--- src/logic/fetch_pkg.sv ---
package fetch_pkg;

	// instruction RAM size, in words, as a power of two
	localparam int IWIDTH = 14;
	localparam int IDEPTH = 1 << IWIDTH;

	// word PC, bits 31:2 of the byte address
	typedef logic [29:0] pc_t;

	// one instruction word
	typedef logic [31:0] inst_t;

	// word address into the instruction RAM
	typedef logic [IWIDTH-1:0] iaddr_t;

	// addi x0,x0,0
	// shown to decode after reset and after a pipeline flush
	localparam inst_t NOP_INST = 32'h0000_0013;

endpackage

--- src/logic/pc_sequencer.sv ---
`timescale 1ns/1ns

module pc_sequencer
	import fetch_pkg::*;
(
	input  logic clk,
	input  logic rst_n,
	// start from the monitor side
	input  logic i_pc_start,
	input  pc_t  i_start_adr,
	// pipeline back-pressure
	input  logic i_stall,
	// redirect requests from execute
	input  logic i_jmp_cond,
	input  pc_t  i_jmp_adr,
	input  logic i_ecall,
	input  logic i_interrupt,
	input  logic i_exception,
	input  logic i_mret,
	input  logic i_sret,
	// trap vector and return addresses from the CSRs
	input  pc_t  i_mtvec,
	input  pc_t  i_mepc,
	input  pc_t  i_sepc,
	// fetch PC and delayed jump flag
	output pc_t  o_pc_if,
	output logic o_post_jump
);

	logic trap;           // ecall, interrupt or exception
	logic jump_cmd;       // jump or any return
	logic post_trap;      // trap seen last cycle
	logic redirect;       // a redirect that is not masked
	pc_t  redirect_adr;
	pc_t  pc_if;
	pc_t  pc_next;
	logic post_jump;

	assign trap     = i_ecall | i_interrupt | i_exception;
	assign jump_cmd = i_jmp_cond | i_mret | i_sret;

	// anything but a trap right after a trap belongs to a squashed instruction
	assign redirect = trap | (jump_cmd & ~post_trap);

	// target select, trap first then mret, sret, jump
	always_comb begin
		if (trap) begin
			redirect_adr = i_mtvec;
		end else if (i_mret) begin
			redirect_adr = i_mepc;
		end else if (i_sret) begin
			redirect_adr = i_sepc;
		end else begin
			redirect_adr = i_jmp_adr;
		end
	end

	// next PC in start, stall, redirect, increment order
	always_comb begin
		if (i_pc_start) begin
			pc_next = i_start_adr;
		end else if (i_stall) begin
			pc_next = pc_if;      // hold
		end else if (redirect) begin
			pc_next = redirect_adr;
		end else begin
			pc_next = pc_if + 30'd1;   // next word
		end
	end

	always_ff @(posedge clk or negedge rst_n) begin
		if (!rst_n) begin
			pc_if <= '0;
		end else begin
			pc_if <= pc_next;
		end
	end

	// trap shadow, one cycle long
	always_ff @(posedge clk or negedge rst_n) begin
		if (!rst_n) begin
			post_trap <= 1'b0;
		end else begin
			post_trap <= trap;
		end
	end

	// jump or return condition, one cycle later
	always_ff @(posedge clk or negedge rst_n) begin
		if (!rst_n) begin
			post_jump <= 1'b0;
		end else begin
			post_jump <= jump_cmd;
		end
	end

	assign o_pc_if     = pc_if;
	assign o_post_jump = post_jump;

endmodule

--- config.mk ---
export PLATFORM = sky130hd
export DESIGN_NAME = pc_sequencer
export DESIGN_NICKNAME = d
export VERILOG_FILES = /design/src/logic/fetch_pkg.sv /design/src/logic/pc_sequencer.sv
export SDC_FILE = /design/constraint.sdc
export NUM_CORES = 1
export LEC_CHECK = 0
export BUFFER_PORTS_ARGS = -buffer_cell sky130_fd_sc_hd__buf_4
export CORE_MARGIN = 4
export CORE_UTILIZATION = 48
export CTS_CLUSTER_SIZE = 12
export DETAILED_ROUTE_END_ITERATION = 10
export HOLD_SLACK_MARGIN = 0.03
export PLACE_DENSITY = 0.88
export REMOVE_ABC_BUFFERS = 1
export SETUP_SLACK_MARGIN = 0.5
export SYNTH_ARGS = -nofsm -noshare
export SYNTH_HDL_FRONTEND = slang
export SYNTH_SLANG_ARGS = --single-unit
--- constraint.sdc ---
create_clock -name clk -period 3.45 [get_ports clk]
set_input_delay 0.1725 -clock clk [delete_from_list [all_inputs] [get_ports clk]]
set_output_delay 0.1725 -clock clk [all_outputs]
set_load 0.01 [all_outputs]
* Word-level counts from Yosys, hierarchy flattened
Index checks and enable logic that the tools add are counted.
** Word-level totals
- Output and inout port bits :: 31
- Register bits after elaboration :: 32
- Logic and storage cells :: 18
- Memories :: 0
- Latch bits :: 0
- Bits in writable memories :: 0
- Bits of input ports :: 160
- Memory bits (read-only) :: 0
** Operators by class
- Add/subtract/negate cells :: 1
- Divide/modulo/power cells :: 0
- Multiply operators :: 0
- Multiplexer cells :: 6
- Equal/unequal tests :: 1
- Bitwise gates (word level) :: 7
- Magnitude comparators :: 0
- Shift operators :: 0
- Reduce and logical (&&, ||, !) cells :: 0
** Operators by type and width (number)
- two-way mux 30 bit :: 6
- adder 30 x 1 -> 30 bit, second input constant :: 1
- bitwise OR 1 bit :: 5
- != test 2 bit, second input constant :: 1
- AND 1 bit :: 1
- inverter 1 bit :: 1

* Longest topological paths before layout
- Depth in word-level cells :: 7
- Depth in mapped cells :: 7
- Gate-level depth less buffers :: 6

* Worst setup path before layout
No wires, ideal clock.
- Path kind :: register -> register
- Start :: reg pc_if[0], in the netlist o_pc_if[0]
- End :: reg pc_if[28], in the netlist o_pc_if[28]
- Required time :: 3.328 ns
- Period minus slack after synthesis :: 2.028 ns
- Buffers on the path :: 0
- Cell stages (with the launch flop) :: 7
- Data arrival time :: 1.907 ns
- Path slack :: 1.422 ns
- Library setup time :: 0.122 ns
- Cell sequence :: dfrtp_1 ha_1 and3_1 nand4_4 or4_4 a31o_1 a32o_1
** On the way
- Longest elaborated chain between the ends :: 4
** RTL lines
- start: declaration :: RTL line pc_sequencer.sv:35 : pc_t pc_if;
- start signal: assignment :: RTL line pc_sequencer.sv:75 : pc_if <= pc_next;
- adder 30 x 1 -> 30 bit :: RTL line pc_sequencer.sv:67 : pc_next = pc_if + 30'd1;
- two-way mux 30 bit :: RTL line pc_sequencer.sv:64 : end else if (redirect) begin
- two-way mux 30 bit :: RTL line pc_sequencer.sv:62 : end else if (i_stall) begin
- two-way mux 30 bit :: RTL line pc_sequencer.sv:60 : if (i_pc_start) begin
Every way passes these cells. The select of a mux whose other input is x is not followed.
A chain may end at the register's enable or synchronous reset.

* Final worst setup path
Same ends and word-level chain as after synthesis.

==> run_results.csv <==
group,metric,value,unit
grt,grt.total_usage,0.307,
clocking,cts_tree,"built",
power,power.switching,0.000427,W
layout,regArea,801,µm²
clocking,htree_levels,2,
layout,num_antenna_cells,0,
yosys,synth_warnings,0,
setup_path,path_class,"flip-flop to flip-flop",
timing,slew_headroom,0.473,
floorplan,design.core.area,6100,µm²
timing,setup_viol,0,
drt,first_pass_iters,5,
setup_path,start_kind,"flip-flop",
setup_path,cpMaxStageDelayCell,"or4_4",
timing,period_needed,2.31,ns
power,switching_share,0.334,
yosys,synth_seq_area_share,0.259,
clocking,numCtsBuffers,5,
setup_path,cp_top_family,"simple AND/OR/NAND/NOR gates",
drt,drt_wl_total,12200,µm
timing,fin_skew,0.00601,ns
placement,gp_congestion,0.855,
drt,vias_per_cell,6.21,
power,power_per_cell_area,275,nW/µm²
setup_path,cp_slowest_stage_delay,0.59,ns
yosys,synth_edf_count,0,
grt,antenna_found_initial,0,
yosys,synth_ff_type,"dfrtp_1",
run,max_cap_viol_count,0,
yosys,avgSynthCellArea,7.66,µm²
placement,dpl.hpwl,9190,µm
yosys,syn_inst,404,
clocking,cts.path.max_buffers,2,
yosys,yosys.cell_count.top_type,"o21ai_0",
power,worst_ir_drop_vdd,188,µV
yosys,synth_top_cell_by_area,"dfrtp_1",
clocking,cts_resized,0,
drt,routedWlPerCell,18.8,µm
layout,utilization,0.762,
power,p_total,0.00128,W
layout,instances_no_fill,651,
power,internal_power,0.000852,W
yosys,synth_top_family_by_area,"compound AO/OA/AOI/OAI gates",
yosys,synth_top_cells_by_count,"o21ai_0, nand2_1, a21oi_1",
grt,grt_max_degree,61,
timing,drv_slew,0,
timing,hold_slack,0.112,ns
clocking,cts.sinks,32,
timing,period_share,0.671,
yosys,synth_cell_type_count,52,
setup_path,crit_required,3.62,ns
power,p_seq_frac,0.374,
clocking,clk_latency,0.28,ns
floorplan,initial_core_util,0.507,
layout,nFillCells,490,
layout,fin_nets,737,
yosys,synthSimpleGateAreaFrac,0.222,
timing,tightest_slew,0.789,ns
floorplan,pin_count,191,
setup_path,path_buf_inv,0,
power,p_clk_frac,0.251,
setup_path,path_cells,"ha_1 > and3_1 > nand4_4 > or4_4 > a31o_1 > a32o_1",
yosys,synth_xor_area_frac,0.0170,
drt,drc,0,
timing,rsz0062_at_grt,"no",
floorplan,num_rows,28,
drt,ant_nets,0,
setup_path,critical_path.max_fanout,14,
grt,grt_pass1_wl,18900,µm
setup_path,crit_path_end_kind,"flip-flop",
timing,fin_tns_setup,0,ns
yosys,synth_area_leaders,"dfrtp_1, mux2i_1, o21ai_0",
yosys,yosysTopAreaCellShare,0.259,
yosys,ys_async_sr_fraction,1.00,
yosys,synth_fa_ha_area_frac,0.00405,
layout,multi_input_area,2140,µm²
layout,drive_above_1_share,0.370,
yosys,syn_area,3090,µm²
yosys,synth_mux_area_frac,0.104,
placement,placed_cells,643,
status,status,"finished, final reports clean",
grt,overflow,0,
grt,grt_pass1_vias,4131,
power,leakagePower,2.08,nW
setup_path,arrival,2.48,ns
timing,hold_violations,0,
clocking,clk_pin_slew,0.07,ns
drt,num_vias,4044,
clocking,cts-root-buf,"clkbuf_8",
timing,max_freq,0.432,GHz
yosys,ys_ff_latch,32,
floorplan,die_y,88.3,µm
floorplan,die_area,7790,µm²
layout,syn2layout_area_growth,50.2,%
placement,port_buffers,190,
floorplan,die_x,88.3,µm
yosys,synth_compound_area_frac,0.343,
drt,drtIter0Drc,296,
worst_hold_path,min_path_type,"primary input to flip-flop",
power,comb_power_share,0.375,
[repair_timing]
action / 4_1_cts / 5_1_grt
hold buffers: 1 / 0
setup endpoints to repair: 0 / 0
endpoints found under the hold margin: 32 / 0
setup buffers: 0 / 0
[per-stage QoR]
step	setup slack, ns	cell area, µm²
floorplan	0.545	2960
global route	1.05	4650
global placement	1.27	4540
finish	1.14	4650
detailed placement	1.18	4540
CTS	1.16	4650
[final timing paths]
| check | depth (start not counted) | to | startpoint | slack, ns |
|---|---|---|---|---|
| worst min register to register | 1 | o_pc_if[12] | o_pc_if[12] | 0.56 |
| worst min-delay path | 2 | o_pc_if[10] | i_start_adr[10] | 0.11 |
| worst max register to register | 6 | o_pc_if[28] | o_pc_if[0] | 1.14 |
| worst max-delay path | 6 | o_pc_if[28] | o_pc_if[0] | 1.14 |
| min in group asynchronous | 2 | o_pc_if[29] | rst_n | 0.39 |
| max in group asynchronous | 2 | o_pc_if[5] | rst_n | 2.75 |
[metal layers]
| metal | wire length [µm] | GRT usage | up-vias |
|---|---|---|---|
| met5 | 0 | 0 | - |
| met4 | 264 | 0.0989 | 0 |
| met3 | 1470 | 0.0912 | 24 |
| met2 | 6130 | 0.534 | 234 |
| met1 | 4380 | 0.362 | 1868 |
| li1 | - | - | 1918 |
[registers in the layout, indices dropped and copies added, names as in the netlist]
signal	cells
o_post_jump	1
o_pc_if	30
post_trap	1
[power by group through the flow]
stage                     Sequential [W]  Clock, W  Combinational (W)
after floorplan                 0.000485         0           0.000175
after global placement          0.000476         0           0.000463
after detailed placement        0.000482         0           0.000475
after CTS                       0.000475  0.000321           0.000478
after global routing            0.000484  0.000344           0.000523
final                           0.000478  0.000321           0.000479
[logic make-up after synthesis]
logic type                 Yosys count
xor gates and xnor gates             6
adders and majority gates            1
DFF                                 32
buffers and inverters               40
AOI/OAI and AO/OA                  165
muxes                               32
and+or+nand+nor                    128
[cell type report]
cell class                      count  area share
Sequential cell                    32       0.172
Inverter                            7     0.00566
Clock buffer                        7      0.0207
Tap cell                           75      0.0202
Timing Repair Buffer              198       0.320
Multi-Input combinational cell    332       0.461
[placed cells by master, fill, tap and decap left out, types with 6 or more instances in the layout]
cell type and instances:
and4_1 6, o22ai_1 6, nor4_1 11, nand2_1 50
o31a_1 10, o211ai_1 7, inv_1 6, o21ai_0 59
or3_1 11, buf_4 197, a21oi_1 33, clkbuf_8 7
nand3_1 12, dfrtp_1 32, a221oi_1 16, mux2i_1 31
nor3_1 6, nor2_1 11
Note: power is estimated with default switching activity, not from simulation.
