===== src/logic/fetch_pkg.sv =====
package fetch_pkg;

	// instruction RAM size, in words, as a power of two
	localparam int IWIDTH = 14;
	localparam int IDEPTH = 1 << IWIDTH;

	// word PC, bits 31:2 of the byte address
	typedef logic [29:0] pc_t;

	// one instruction word
	typedef logic [31:0] inst_t;

	// word address into the instruction RAM
	typedef logic [IWIDTH-1:0] iaddr_t;

	// addi x0,x0,0
	// shown to decode after reset and after a pipeline flush
	localparam inst_t NOP_INST = 32'h0000_0013;

endpackage


===== src/logic/fetch_hold.sv =====
`timescale 1ns/1ns

module fetch_hold
	import fetch_pkg::*;
(
	input  logic  clk,
	input  logic  rst_n,
	input  logic  i_stall,
	input  logic  i_rst_pipe,    // one-cycle flush strobe
	input  pc_t   i_pc_if,
	input  inst_t i_ram_rdata,   // word at the previous pc_if
	// to decode
	output pc_t   o_pc_id,
	output inst_t o_inst_id
);

	pc_t   pc_id;
	logic  stall_dly;     // i_stall, one cycle late
	logic  stall_1shot;   // first cycle of a stall
	logic  flushed;
	inst_t inst_hold;
	inst_t inst_id;

	assign stall_1shot = i_stall & ~stall_dly;

	// decode PC follows the fetch PC by one cycle
	always_ff @(posedge clk or negedge rst_n) begin
		if (!rst_n) begin
			pc_id <= '0;
		end else if (i_rst_pipe) begin
			pc_id <= '0;
		end else if (!i_stall) begin
			pc_id <= i_pc_if;
		end
	end

	always_ff @(posedge clk or negedge rst_n) begin
		if (!rst_n) begin
			stall_dly <= 1'b0;
		end else begin
			stall_dly <= i_stall;
		end
	end

	// NOP shown until the next edge without a stall
	// also set out of reset so decode starts on a NOP
	always_ff @(posedge clk or negedge rst_n) begin
		if (!rst_n) begin
			flushed <= 1'b1;
		end else if (i_rst_pipe) begin
			flushed <= 1'b1;
		end else if (!i_stall) begin
			flushed <= 1'b0;
		end
	end

	// the RAM moves on to pc_if after the first stall edge,
	// so the word for pc_id has to be caught on that edge
	always_ff @(posedge clk) begin
		if (stall_1shot) begin
			inst_hold <= i_ram_rdata;
		end
	end

	always_comb begin
		if (flushed) begin
			inst_id = NOP_INST;
		end else if (stall_dly) begin
			inst_id = inst_hold;     // held across the stall
		end else begin
			inst_id = i_ram_rdata;   // live RAM word
		end
	end

	assign o_pc_id   = pc_id;
	assign o_inst_id = inst_id;

endmodule


===== config.mk =====
export PLATFORM = sky130hd
export DESIGN_NAME = fetch_hold
export DESIGN_NICKNAME = d
export VERILOG_FILES = /design/src/logic/fetch_pkg.sv /design/src/logic/fetch_hold.sv
export SDC_FILE = /design/constraint.sdc
export NUM_CORES = 1
export LEC_CHECK = 0
export BUFFER_PORTS_ARGS = -buffer_cell sky130_fd_sc_hd__buf_4
export CAP_MARGIN = 25
export CORE_ASPECT_RATIO = 1.1
export CORE_MARGIN = 8
export CORE_UTILIZATION = 49
export CTS_CLUSTER_SIZE = 14
export DETAILED_ROUTE_END_ITERATION = 8
export PLACE_DENSITY = 0.89
export SETUP_SLACK_MARGIN = 0.2
export SLEW_MARGIN = 20
export SYNTH_ARGS = -nofsm -noshare
export SYNTH_HDL_FRONTEND = slang
export SYNTH_SLANG_ARGS = --single-unit

===== constraint.sdc =====
create_clock -name clk -period 4.6 [get_ports clk]
set_input_delay 0.92 -clock clk [delete_from_list [all_inputs] [get_ports clk]]
set_output_delay 0.92 -clock clk [all_outputs]
set_load 0.005 [all_outputs]

# Word-level counts from Yosys, hierarchy flattened
# Cells that the tools add are included.
dict set report word_totals {
  elab_cells 13
  reg_bits 64
}
dict set report op_classes {
  mux 6
  n_eq_ne 1
  bitwise 2
}
# op count
set op_table {}
lappend op_table {{$mux W32} 2}
lappend op_table {{$mux W30} 2}
lappend op_table {{$mux W1} 2}
lappend op_table {{$ne A2 B1 Y1 const B} 1}
lappend op_table {{$and A1 B1 Y1} 1}
lappend op_table {{$not A1 Y1} 1}

# Logic depth before layout (Yosys ltp)
# Gate-level depths: netlist of the first run.
dict set report logic_depth {
  ltp_word 2
  depth_mapped 4
}

# Worst setup path before layout of the first run
# OpenSTA, ideal clock, no wires.
dict set report synth_path {
  kind {input -> register}
  start {input i_stall}
  end {register inst_hold[0] (enable)}
  setup_ps 425
  path_buffers 2
  arrival_time_ps 2661
  slack_ps 1515
  stages 3
  required_ps 4175
  path_cell_list {buf_6 -> buf_6 -> nor2b_1}
}
dict set report synth_via {
  elab_chain_len 1
}
# element line_no
set synth_rtl {}
lappend synth_rtl {{start, declared} fetch_hold.sv:8} ;# input logic i_stall,
lappend synth_rtl {{$and A1 B1 Y1} fetch_hold.sv:24} ;# assign stall_1shot = i_stall & ~stall_dly;
lappend synth_rtl {{via stall_1shot} fetch_hold.sv:19} ;# logic stall_1shot;
lappend synth_rtl {{end signal, assigned} fetch_hold.sv:61} ;# inst_hold <= i_ram_rdata;
lappend synth_rtl {{end, declared} fetch_hold.sv:21} ;# inst_t inst_hold;
# The timed path passes the listed nets, and every way through them passes these cells.
# A chain may end at the register's enable or synchronous reset.

# Final worst setup path of the first run
dict set report layout_path {
  start {register stall_dly}
  end {output o_inst_id[9]}
}
dict set report layout_via {
  elab_chain_len 2
}
# element line_no
set layout_rtl {}
lappend layout_rtl {{start, declared} fetch_hold.sv:18} ;# logic stall_dly;
lappend layout_rtl {{start signal, assigned} fetch_hold.sv:41} ;# stall_dly <= i_stall;
lappend layout_rtl {{$mux W32} fetch_hold.sv:68} ;# end else if (stall_dly) begin
lappend layout_rtl {{$mux W32} fetch_hold.sv:66} ;# if (flushed) begin
lappend layout_rtl {{end, declared} fetch_hold.sv:14} ;# output inst_t o_inst_id
# Every way passes these cells.

==> implementation parameters, run 1 <==
Parameter                              Value

Worst setup path
  Family of cells with the greatest summed delay on the critical path    flip-flops
  Largest fanout of any net on the critical path    36
  Type of destination of the critical path    output port
  Series of cell instances along the critical path    mux2i_1 > nor2_1 > buf_4
  Startpoint type of the worst setup path    flop
  Arrival time at the worst endpoint    1.87 ns
  Longest individual stage delay on the worst path    0.98 ns
  CP Launch Point    stall_dly$_DFF_PN0_
  Buffers and inverters on the worst path    1
  Startpoint of the worst register-to-register path    stall_dly$_DFF_PN0_
  Crit-path slowest cell    dfrtp_2
  Worst endpoint required time    3.68 ns
  Type of the worst setup path    reg2out

Drt
  Number of DRC violations after detailed routing    0
  Avg Vias per Cell    4.917
  Number of violations reported at the end of detailed-routing iteration 0    47
  Antenna-violating nets left    0
  Post-Route WL    a little under 7000 µm
  Detail-routed net length per standard cell    16.41 µm
  Total number of vias    2,021
  Drt first pass iters    4

Floorplanning
  Die area    ~8400 µm²
  DIE WIDTH    roughly 88 µm
  Placeable Area    between 5000 and 6000 µm²
  Number of primary I/O pins    128
  Die height    roughly 95 µm
  Starting Density    approximately half
  Standard-cell rows    29

Clock network
  Number of buffers inserted for hold repair after clock tree synthesis    0
  Number of buffers inserted during clock tree synthesis    9
  Clock-pin slew on the worst setup and hold paths    approximately 0.07 ns
  Quantity of gates resized following cts    0
  # Post-CTS Setup Buffers    0
  H-tree levels    3
  CTS tree    done
  # clock sinks    64
  CTS max path bufs    2
  Clock root buffer    clkbuf_8
  Later-pin clock latency in the skew report    0.32 ns

Layout
  Total Nets Final    slightly below 400
  Fraction of final layout cells sized beyond drive strength 1    about 43%
  Most common library cell in the layout ignoring fill and taps    buf_4
  Signed area change from the synthesized netlist to the final layout    39.74%
  Antenna fix cells    0
  Most frequent cells in the layout    128 x buf_4, 59 x mux2i_1, 59 x nor2_1
  Final Non-Filler Cells    411

GRT
  Largest net degree at the start of global routing    37
  Overall global routing resource usage    16.10%
  Vias in the first global route    2,152
  Number of antenna violations at the first check in global routing    0
  Total gr overflow    0
  First-pass GRT wire length    10,290 µm

Status
  Status    finished clean

Power and ir drop
  Power density over the cells    335.5 nW/µm²
  Static Leak    approximately 0.0019 µW
  Maximum ir drop on the vdd rail    0.1902 mV

Synthesis
  Flop and latch count out of synthesis    64
  Synthesized netlist cell count    roughly 210
  Area of the mapped netlist    2786 µm²
  Distinct cells, synth    14
  Total number of yosys warnings    0
  Mean area per synthesized cell    13.59 µm²
  Nets in the synthesized netlist    271
  Sequential fraction of the synthesis area    63.27%

Timing
  Final setup TNS    0 ns
  Count of endpoints failing setup in the final report    0
  Final hold violations    0
  Min Tclk post-route    roughly 2.8 ns
  Final cycle utilization of the critical path    60.59%
  Final clock skew    0.003487 ns
  Slew @ Worst Pin    roughly 0.93 ns
  Worst slew margin relative to its limit    37.97%
  Unrepaired setup endpoints after global routing    no
  Pins over their slew limit    0
  Fmax    roughly 360 MHz

Worst hold path
  Path type of the worst min-delay path    in2async

Place
  Placer congestion estimate    0.7006
  Number of input and output port buffers inserted    127
  Total instance count after detailed placement    395
  Detailed placement HPWL    roughly 5000 µm

Job
  Max Cap Violations    0
cell type report:
class                           count  area [µm²]
Sequential cell                    64        1764
Clock buffer                       13       160.2
Fill cell                         419        1730
Multi-Input combinational cell    126       873.3
Timing Repair Buffer              128       960.9
Clock inverter                      3       38.79
Tap cell                           77       96.34
report_power, final:
part / internal, µW / switching [µW] / total, µW
logic: 104 / 69.1 / 173
clock network: 281 / 194 / 475
registers: 633 / 24.8 / 658
total: 1020 / 287 / 1310
layer usage:
layer	GRT usage (%)	vias to the layer above	routed length [µm]	part of all wire [%]
met5	0	-	0	0
met4	7.461	0	103	1.5
met3	5.862	10	589	8.7
met2	25.61	94	3222	48
met1	19.01	960	2830	42
li1	-	957	-	-
synth_stat cells:
cell	n	area share [%]
nor2_1	59	7.9
mux2i_1	59	21
nor2b_1	4	0.90
dfstp_2	1	0.94
a211o_1	3	0.94
a21o_1	1	0.27
edfxtp_1	32	34
buf_6	3	1.2
clkbuf_1	5	0.67
dfrtp_1	31	28
buf_2	1	0.18
clkbuf_2	1	0.18
buf_12	3	2.2
buf_8	2	1.1
worst paths after layout:
path / to / slack [ns] / cells after the start
hold reg to reg: o_pc_id[8]$_DFFE_PN0P_ / 0.53 / 2
setup reg to reg: inst_hold[27]$_DFFE_PP_ / 2.69 / 2
hold / removal: o_pc_id[2]$_DFFE_PN0P_ / 0.52 / 1
max in group asynchronous: flushed$_DFFE_PN1P_ / 3.76 / 1
setup / recovery: o_inst_id[9] / 1.81 / 3
min in group clk: o_pc_id[8]$_DFFE_PN0P_ / 0.53 / 2
stage by stage:
step	total power (µW)	setup WS (ns)	util, %	area, µm²	hold slack [ns]
after detailed placement	845.6	2.083	65.70	3695	0.5165
after global placement	839.0	2.092	65.70	3695	0.5043
after floorplan	740.1	1.515	-	2786	0.5139
after CTS	1322	1.788	69.23	3894	0.5240
after global routing	1357	1.690	69.23	3894	0.5437
final	1306	1.813	69.23	3894	0.5153
worst reg2reg max path: cells and delay by family, from the launching register on:
kind	cells	cell delay, ns
DFF	1	0.74
and+or+nand+nor	1	0.44
buffers and inverters	1	0.39
state kept, by name, summed over array words and instances (netlist names):
signal,count
inst_hold,32
o_pc_id,30
flushed,1
stall_dly,1
kinds of logic after synthesis:
kind of cell | after synthesis | synth area share, %
AND/OR/NAND/NOR | 63 | 8.846
AO/OA/AOI/OAI | 4 | 1.213
multiplexers | 59 | 21.19
flip-flops | 64 | 63.27
buffers and inverters | 15 | 5.478
(Power assumes the default switching activity.)
==> run 2, diff against run 1 <==
--- a/config.mk
+++ b/config.mk
@@ -9,10 +9,10 @@
 export CAP_MARGIN = 25
 export CORE_ASPECT_RATIO = 1.1
 export CORE_MARGIN = 8
-export CORE_UTILIZATION = 49
+export CORE_UTILIZATION = 47
 export CTS_CLUSTER_SIZE = 14
 export DETAILED_ROUTE_END_ITERATION = 8
-export PLACE_DENSITY = 0.89
+export PLACE_DENSITY = 0.86
 export SETUP_SLACK_MARGIN = 0.2
 export SLEW_MARGIN = 20
 export SYNTH_ARGS = -nofsm -noshare
==> constraint.sdc (replaced) <==
create_clock -name clk -period 2.6 [get_ports clk]
set_input_delay 0.52 -clock clk [delete_from_list [all_inputs] [get_ports clk]]
set_output_delay 0.52 -clock clk [all_outputs]
set_load 0.005 [all_outputs]
==> run 2 against run 1 <==
Against the previous run:
- non-clock buffer count is 3 higher
- global-route usage down 0.78 points
- first-iteration DRC count fell by 26%
- highest routed layer unchanged
- routed wire length decreased by 2.0%
- combinational power rose by 82%
==> implementation parameters, run 2 (synthesized netlist as in run 1, its figures left out) <==
Parameter                              Value

Power and ir drop
  Static Leak    0.001958 µW
  Power density over the cells    571.6 nW/µm²
  Proportion of power drawn by flip-flops and latches    between 50% and 60%
  Clock group share of total power    roughly 34%
  Net switching power of the design    504.1 µW
  Portion of total power attributed to combinational logic    14.1%
  Internal power    1735 µW
  Maximum ir drop on the vdd rail    ~0.42 mV
  Switching Fraction    ~23%

Timing
  Count of endpoints failing setup in the final report    0
  Final clock skew    between 0.005 and 0.006 ns
  Slew @ Worst Pin    a little under 0.6 ns
  Final setup TNS    0 ns
  Pins over their slew limit    0
  Fmax    453.6 MHz
  Worst slew margin relative to its limit    61.53%
  Min Tclk post-route    2.205 ns
  Unrepaired setup endpoints after global routing    no
  Final hold violations    0
  Final cycle utilization of the critical path    84.80%

Drt
  Avg Vias per Cell    4.862
  Number of violations reported at the end of detailed-routing iteration 0    35
  Detail-routed net length per standard cell    15.97 µm
  Drt first pass iters    4
  Post-Route WL    6612 µm
  Antenna-violating nets left    0
  Number of DRC violations after detailed routing    0
  Total number of vias    2,013

Floorplanning
  DIE WIDTH    89.42 µm
  Die height    96.76 µm
  Die area    8651 µm²
  Standard-cell rows    29
  Placeable Area    5733 µm²
  Number of primary I/O pins    ~130
  Starting Density    between 40% and 50%

Worst setup path
  Startpoint type of the worst setup path    flop
  Most common cell type on the critical path    buf_4
  Type of the worst setup path    reg2out
  Count of cells along the worst register-to-register path    2
  Family of cells with the greatest summed delay on the critical path    flip-flops
  Largest fanout of any net on the critical path    25
  Type of destination of the critical path    output port
  Series of cell instances along the critical path    buf_4 > mux2i_1 > nor2_1 > buf_4
  R2R Setup Slk    around 0.9 ns
  Arrival time at the worst endpoint    1.68 ns
  Crit-path slowest cell    dfrtp_4
  Startpoint of the worst register-to-register path    stall_dly$_DFF_PN0_
  Longest individual stage delay on the worst path    0.66 ns
  Capture instance of the worst register-to-register path    inst_hold[24]$_DFFE_PP_
  Buffers and inverters on the worst path    2
  Worst endpoint required time    2.08 ns

Clock network
  CTS tree    done
  # Post-CTS Setup Buffers    0
  Later-pin clock latency in the skew report    approximately 0.32 ns
  Number of buffers inserted for hold repair after clock tree synthesis    0
  # clock sinks    64
  Clock root buffer    clkbuf_8
  Clock-pin slew on the worst setup and hold paths    0.07 ns
  Number of buffers inserted during clock tree synthesis    9
  CTS max path bufs    2
  H-tree levels    3

GRT
  Vias in the first global route    2,158
  Number of antenna violations at the first check in global routing    0
  First-pass GRT wire length    around 10,000 µm
  Overall global routing resource usage    15.32%
  Total gr overflow    0
  Largest net degree at the start of global routing    34

Layout
  Area used by multi-input combinational logic    873.3 µm²
  Share of the core filled with cells    68.33%
  Number of inserted filler cells in the final layout    421
  Flip-flop count of the largest register after layout    32
  Signed area change from the synthesized netlist to the final layout    40.59%
  Most frequent cells in the layout    130 x buf_4, 59 x mux2i_1, 59 x nor2_1
  Most common library cell in the layout ignoring fill and taps    buf_4
  Total Nets Final    398
  Biggest register    inst_hold
  Final design area excluding fillers    3918 µm²
  Antenna fix cells    0
  Combined flip-flop and latch cell area    1767 µm²
  Fraction of final layout cells sized beyond drive strength 1    43.92%

Status
  Status    finished clean

Place
  Area after DPL    3730 µm²
  Detailed placement HPWL    roughly 5100 µm
  Number of input and output port buffers inserted    127
  Placer congestion estimate    between 0.7 and 0.8

Job
  Max Cap Violations    0

Worst hold path
  Path type of the worst min-delay path    in2async
## run 2: cell types whose count changed in the layout (fill, tap and decap cells not counted), sizes merged
cell,delta
buf,+3
bufinv,-1
clkinv,+1
## run 2: routing by layer
layer / GRT usage (%) / wire length, µm / up-vias
met3: 6.430 / 796 / 10
met5: 0 / 0 / -
met4: 7.051 / 108 / 0
met2: 24.90 / 3215 / 93
met1: 16.65 / 2492 / 947
li1: - / - / 963
## run 2: worst max path at each step
stage                                   start                endpoint  cells after the start
after CTS                 stall_dly$_DFF_PN0_           o_inst_id[28]                      4
after floorplan                       i_stall  inst_hold[0]$_DFFE_PP_                      3
after global placement    stall_dly$_DFF_PN0_           o_inst_id[28]                      4
after global routing      stall_dly$_DFF_PN0_           o_inst_id[29]                      4
after detailed placement  stall_dly$_DFF_PN0_           o_inst_id[28]                      4
final                     stall_dly$_DFF_PN0_           o_inst_id[28]                      4
## run 2: cell type report
| type | count | area share [%] |
|---|---|---|
| multi-input combinational | 126 | 22.29 |
| clock buffer | 13 | 4.344 |
| timing repair buffer | 131 | 25.42 |
| tap | 77 | 2.459 |
| clock inverter | 3 | 0.3833 |
| sequential | 64 | 45.10 |
## run 2: power groups by stage
stage,sequential (µW),combinational (µW),clock (µW)
2_1_floorplan,1160,149,0
4_1_cts,1160,322,790
3_5_place_dp,1180,321,0
6_report,1160,315,765
3_3_place_gp,1180,313,0
5_1_grt,1170,345,830
## run 2: metrics by stage
| step | hold slack, ns | total power, µW | instances | worst slack (ns) |
|---|---|---|---|---|
| 6_report | 0.1183 | 2239 | 414 | 0.3953 |
| 5_1_grt | 0.1367 | 2341 | 414 | 0.2946 |
| 4_1_cts | 0.1176 | 2271 | 414 | 0.2232 |
| 3_5_place_dp | 0.4802 | 1500 | 398 | 0.5810 |
| 3_3_place_gp | 0.4815 | 1489 | 398 | 0.6549 |
| 2_1_floorplan | 0.2244 | 1309 | 205 | 0.5149 |
## run 2: timing repair
item | in CTS | in global routing
setup endpoints to repair | 0 | 11
resized for setup | 0 | 1
endpoints found under the hold margin | 0 | 0
==> run 3, diff against run 2 <==
==> constraint.sdc (replaced) <==
create_clock -name clk -period 2.2 [get_ports clk]
set_input_delay 0.44 -clock clk [delete_from_list [all_inputs] [get_ports clk]]
set_output_delay 0.44 -clock clk [all_outputs]
set_load 0.005 [all_outputs]
==> run 3 against run 2 <==
Against the previous run:
- critical path depth is the same
- clock-buffer cell count increased by 1
- clock skew is 0.0040 ns higher
- critical path type unchanged
- setup slack got worse by 0.10 ns
==> implementation parameters, run 3 (synthesized netlist as in run 1, its figures left out) <==
Parameter                              Value

Drt
  Antenna-violating nets left    0
  Avg Vias per Cell    4.785
  Post-Route WL    6724 µm
  Detail-routed net length per standard cell    ~16 µm
  Number of violations reported at the end of detailed-routing iteration 0    52
  Number of DRC violations after detailed routing    0
  Total number of vias    1,981
  Drt first pass iters    4

Worst setup path
  Largest fanout of any net on the critical path    36
  Startpoint type of the worst setup path    flop
  Crit-path slowest cell    dfrtp_2
  Family of cells with the greatest summed delay on the critical path    buffers and inverters
  Longest individual stage delay on the worst path    0.37 ns
  Buffers and inverters on the worst path    2
  Type of destination of the critical path    output port
  Series of cell instances along the critical path    buf_12 > nor2b_1 > a211o_1 > buf_4
  Arrival time at the worst endpoint    1.47 ns
  Count of cells along the worst register-to-register path    3
  Worst endpoint required time    1.76 ns
  Type of the worst setup path    reg2out
  Cell count along the critical path    4

Layout
  Flip-flop count of the largest register after layout    32
  Number of inserted filler cells in the final layout    438
  Biggest register    inst_hold
  Most frequent cells in the layout    130 x buf_4, 59 x mux2i_1, 59 x nor2_1
  Antenna fix cells    0
  Fraction of final layout cells sized beyond drive strength 1    ~43%
  Signed area change from the synthesized netlist to the final layout    40.01%
  Most common library cell in the layout ignoring fill and taps    buf_4
  Final design area excluding fillers    3901 µm²
  Total Nets Final    398
  Area used by multi-input combinational logic    878.3 µm²
  Combined flip-flop and latch cell area    1768 µm²

Job
  Max Cap Violations    0

Timing
  Count of endpoints failing setup in the final report    0
  Fmax    about 520 MHz
  Min Tclk post-route    around 1.9 ns
  Final setup TNS    0 ns
  Slew @ Worst Pin    0.5120 ns
  Pins over their slew limit    0
  Final clock skew    just under 0.01 ns
  Unrepaired setup endpoints after global routing    no
  Final hold violations    0
  Post-layout worst setup margin    between 0.2 and 0.3 ns
  Worst slew margin relative to its limit    65.87%
  Final cycle utilization of the critical path    86.71%

Floorplanning
  Placeable Area    5733 µm²
  Starting Density    around 49%
  Standard-cell rows    29
  Die area    8651 µm²
  Die height    96.76 µm
  Number of primary I/O pins    128
  DIE WIDTH    ~90 µm

GRT
  First-pass GRT wire length    between 10,000 and 15,000 µm
  Total gr overflow    0
  Overall global routing resource usage    15.57%
  Number of antenna violations at the first check in global routing    0
  Vias in the first global route    between 2,000 and 2,500
  Largest net degree at the start of global routing    37

Power and ir drop
  Power density over the cells    660.9 nW/µm²
  Maximum ir drop on the vdd rail    0.4356 mV
  Static Leak    0.001950 µW
  Final Power    2578 µW

Status
  Status    finished clean

Clock network
  # Post-CTS Setup Buffers    0
  Quantity of gates resized following cts    0
  Number of buffers inserted during clock tree synthesis    9
  # clock sinks    64
  H-tree levels    3
  CTS max path bufs    2
  CTS tree    done
  Later-pin clock latency in the skew report    0.32 ns
  Number of buffers inserted for hold repair after clock tree synthesis    0
  Clock-pin slew on the worst setup and hold paths    0.07 ns
  Clock root buffer    clkbuf_8

Place
  Detailed placement HPWL    5083 µm
  Number of input and output port buffers inserted    127
  Post-Place Setup Slack    between 0.5 and 0.6 ns
  Placer congestion estimate    about 0.69
  Area after DPL    3735 µm²

Worst hold path
  Path type of the worst min-delay path    in2async
==> run 3: routing by layer <==
layer / vias to the layer above / track usage [%] / wire length, µm
met5: - / 0 / 0
met4: 0 / 6.923 / 53
met3: 4 / 7.191 / 860
met2: 94 / 24.16 / 3134
met1: 922 / 17.69 / 2676
li1: 961 / - / -
==> run 3: layout make-up <==
type	instances	share of cell area (%)
well taps	77	2.470
repair buffers	131	25.53
clock inverters	2	0.2566
multi-input cells	126	22.51
clock buffers	14	3.913
flip-flops and latches	64	45.32
==> run 3: final timing paths <==
kind | from | end | slack [ns]
worst min-delay path | rst_n | o_pc_id[18]$_DFFE_PN0P_ | 0.04
worst min register to register | o_pc_id[14]$_DFFE_PN0P_ | o_pc_id[14]$_DFFE_PN0P_ | 0.52
worst max register to register | stall_dly$_DFF_PN0_ | inst_hold[20]$_DFFE_PP_ | 0.64
min in group clk | i_ram_rdata[13] | inst_hold[13]$_DFFE_PP_ | 0.30
worst max-delay path | stall_dly$_DFF_PN0_ | o_inst_id[1] | 0.29
max in group asynchronous | rst_n | flushed$_DFFE_PN1P_ | 1.83
==> run 3: power by group <==
part | leakage (µW) | total (µW) | internal, µW | switching, µW
Clock | 0.0000844 | 833 | 438 | 395
Combinational | 0.00115 | 383 | 223 | 160
Sequential | 0.000720 | 1360 | 1330 | 36.4
Total | 0.00195 | 2580 | 1990 | 592
==> run 3: worst register-to-register path, cell delays in order (launching register included) <==
cell and delay [ns]:
dfrtp_2 0.41, buf_12 0.19, nor2b_4 0.39, buf_4 0.27
==> run 3: per-stage QoR <==
step | hold slack [ns] | cells | util [%]
floorplan | 0.1444 | 205 | -
global placement | 0.4011 | 398 | 65.15
detailed placement | 0.4002 | 398 | 65.15
CTS | 0.03820 | 414 | 67.98
global route | 0.05888 | 414 | 68.05
finish | 0.03544 | 414 | 68.05
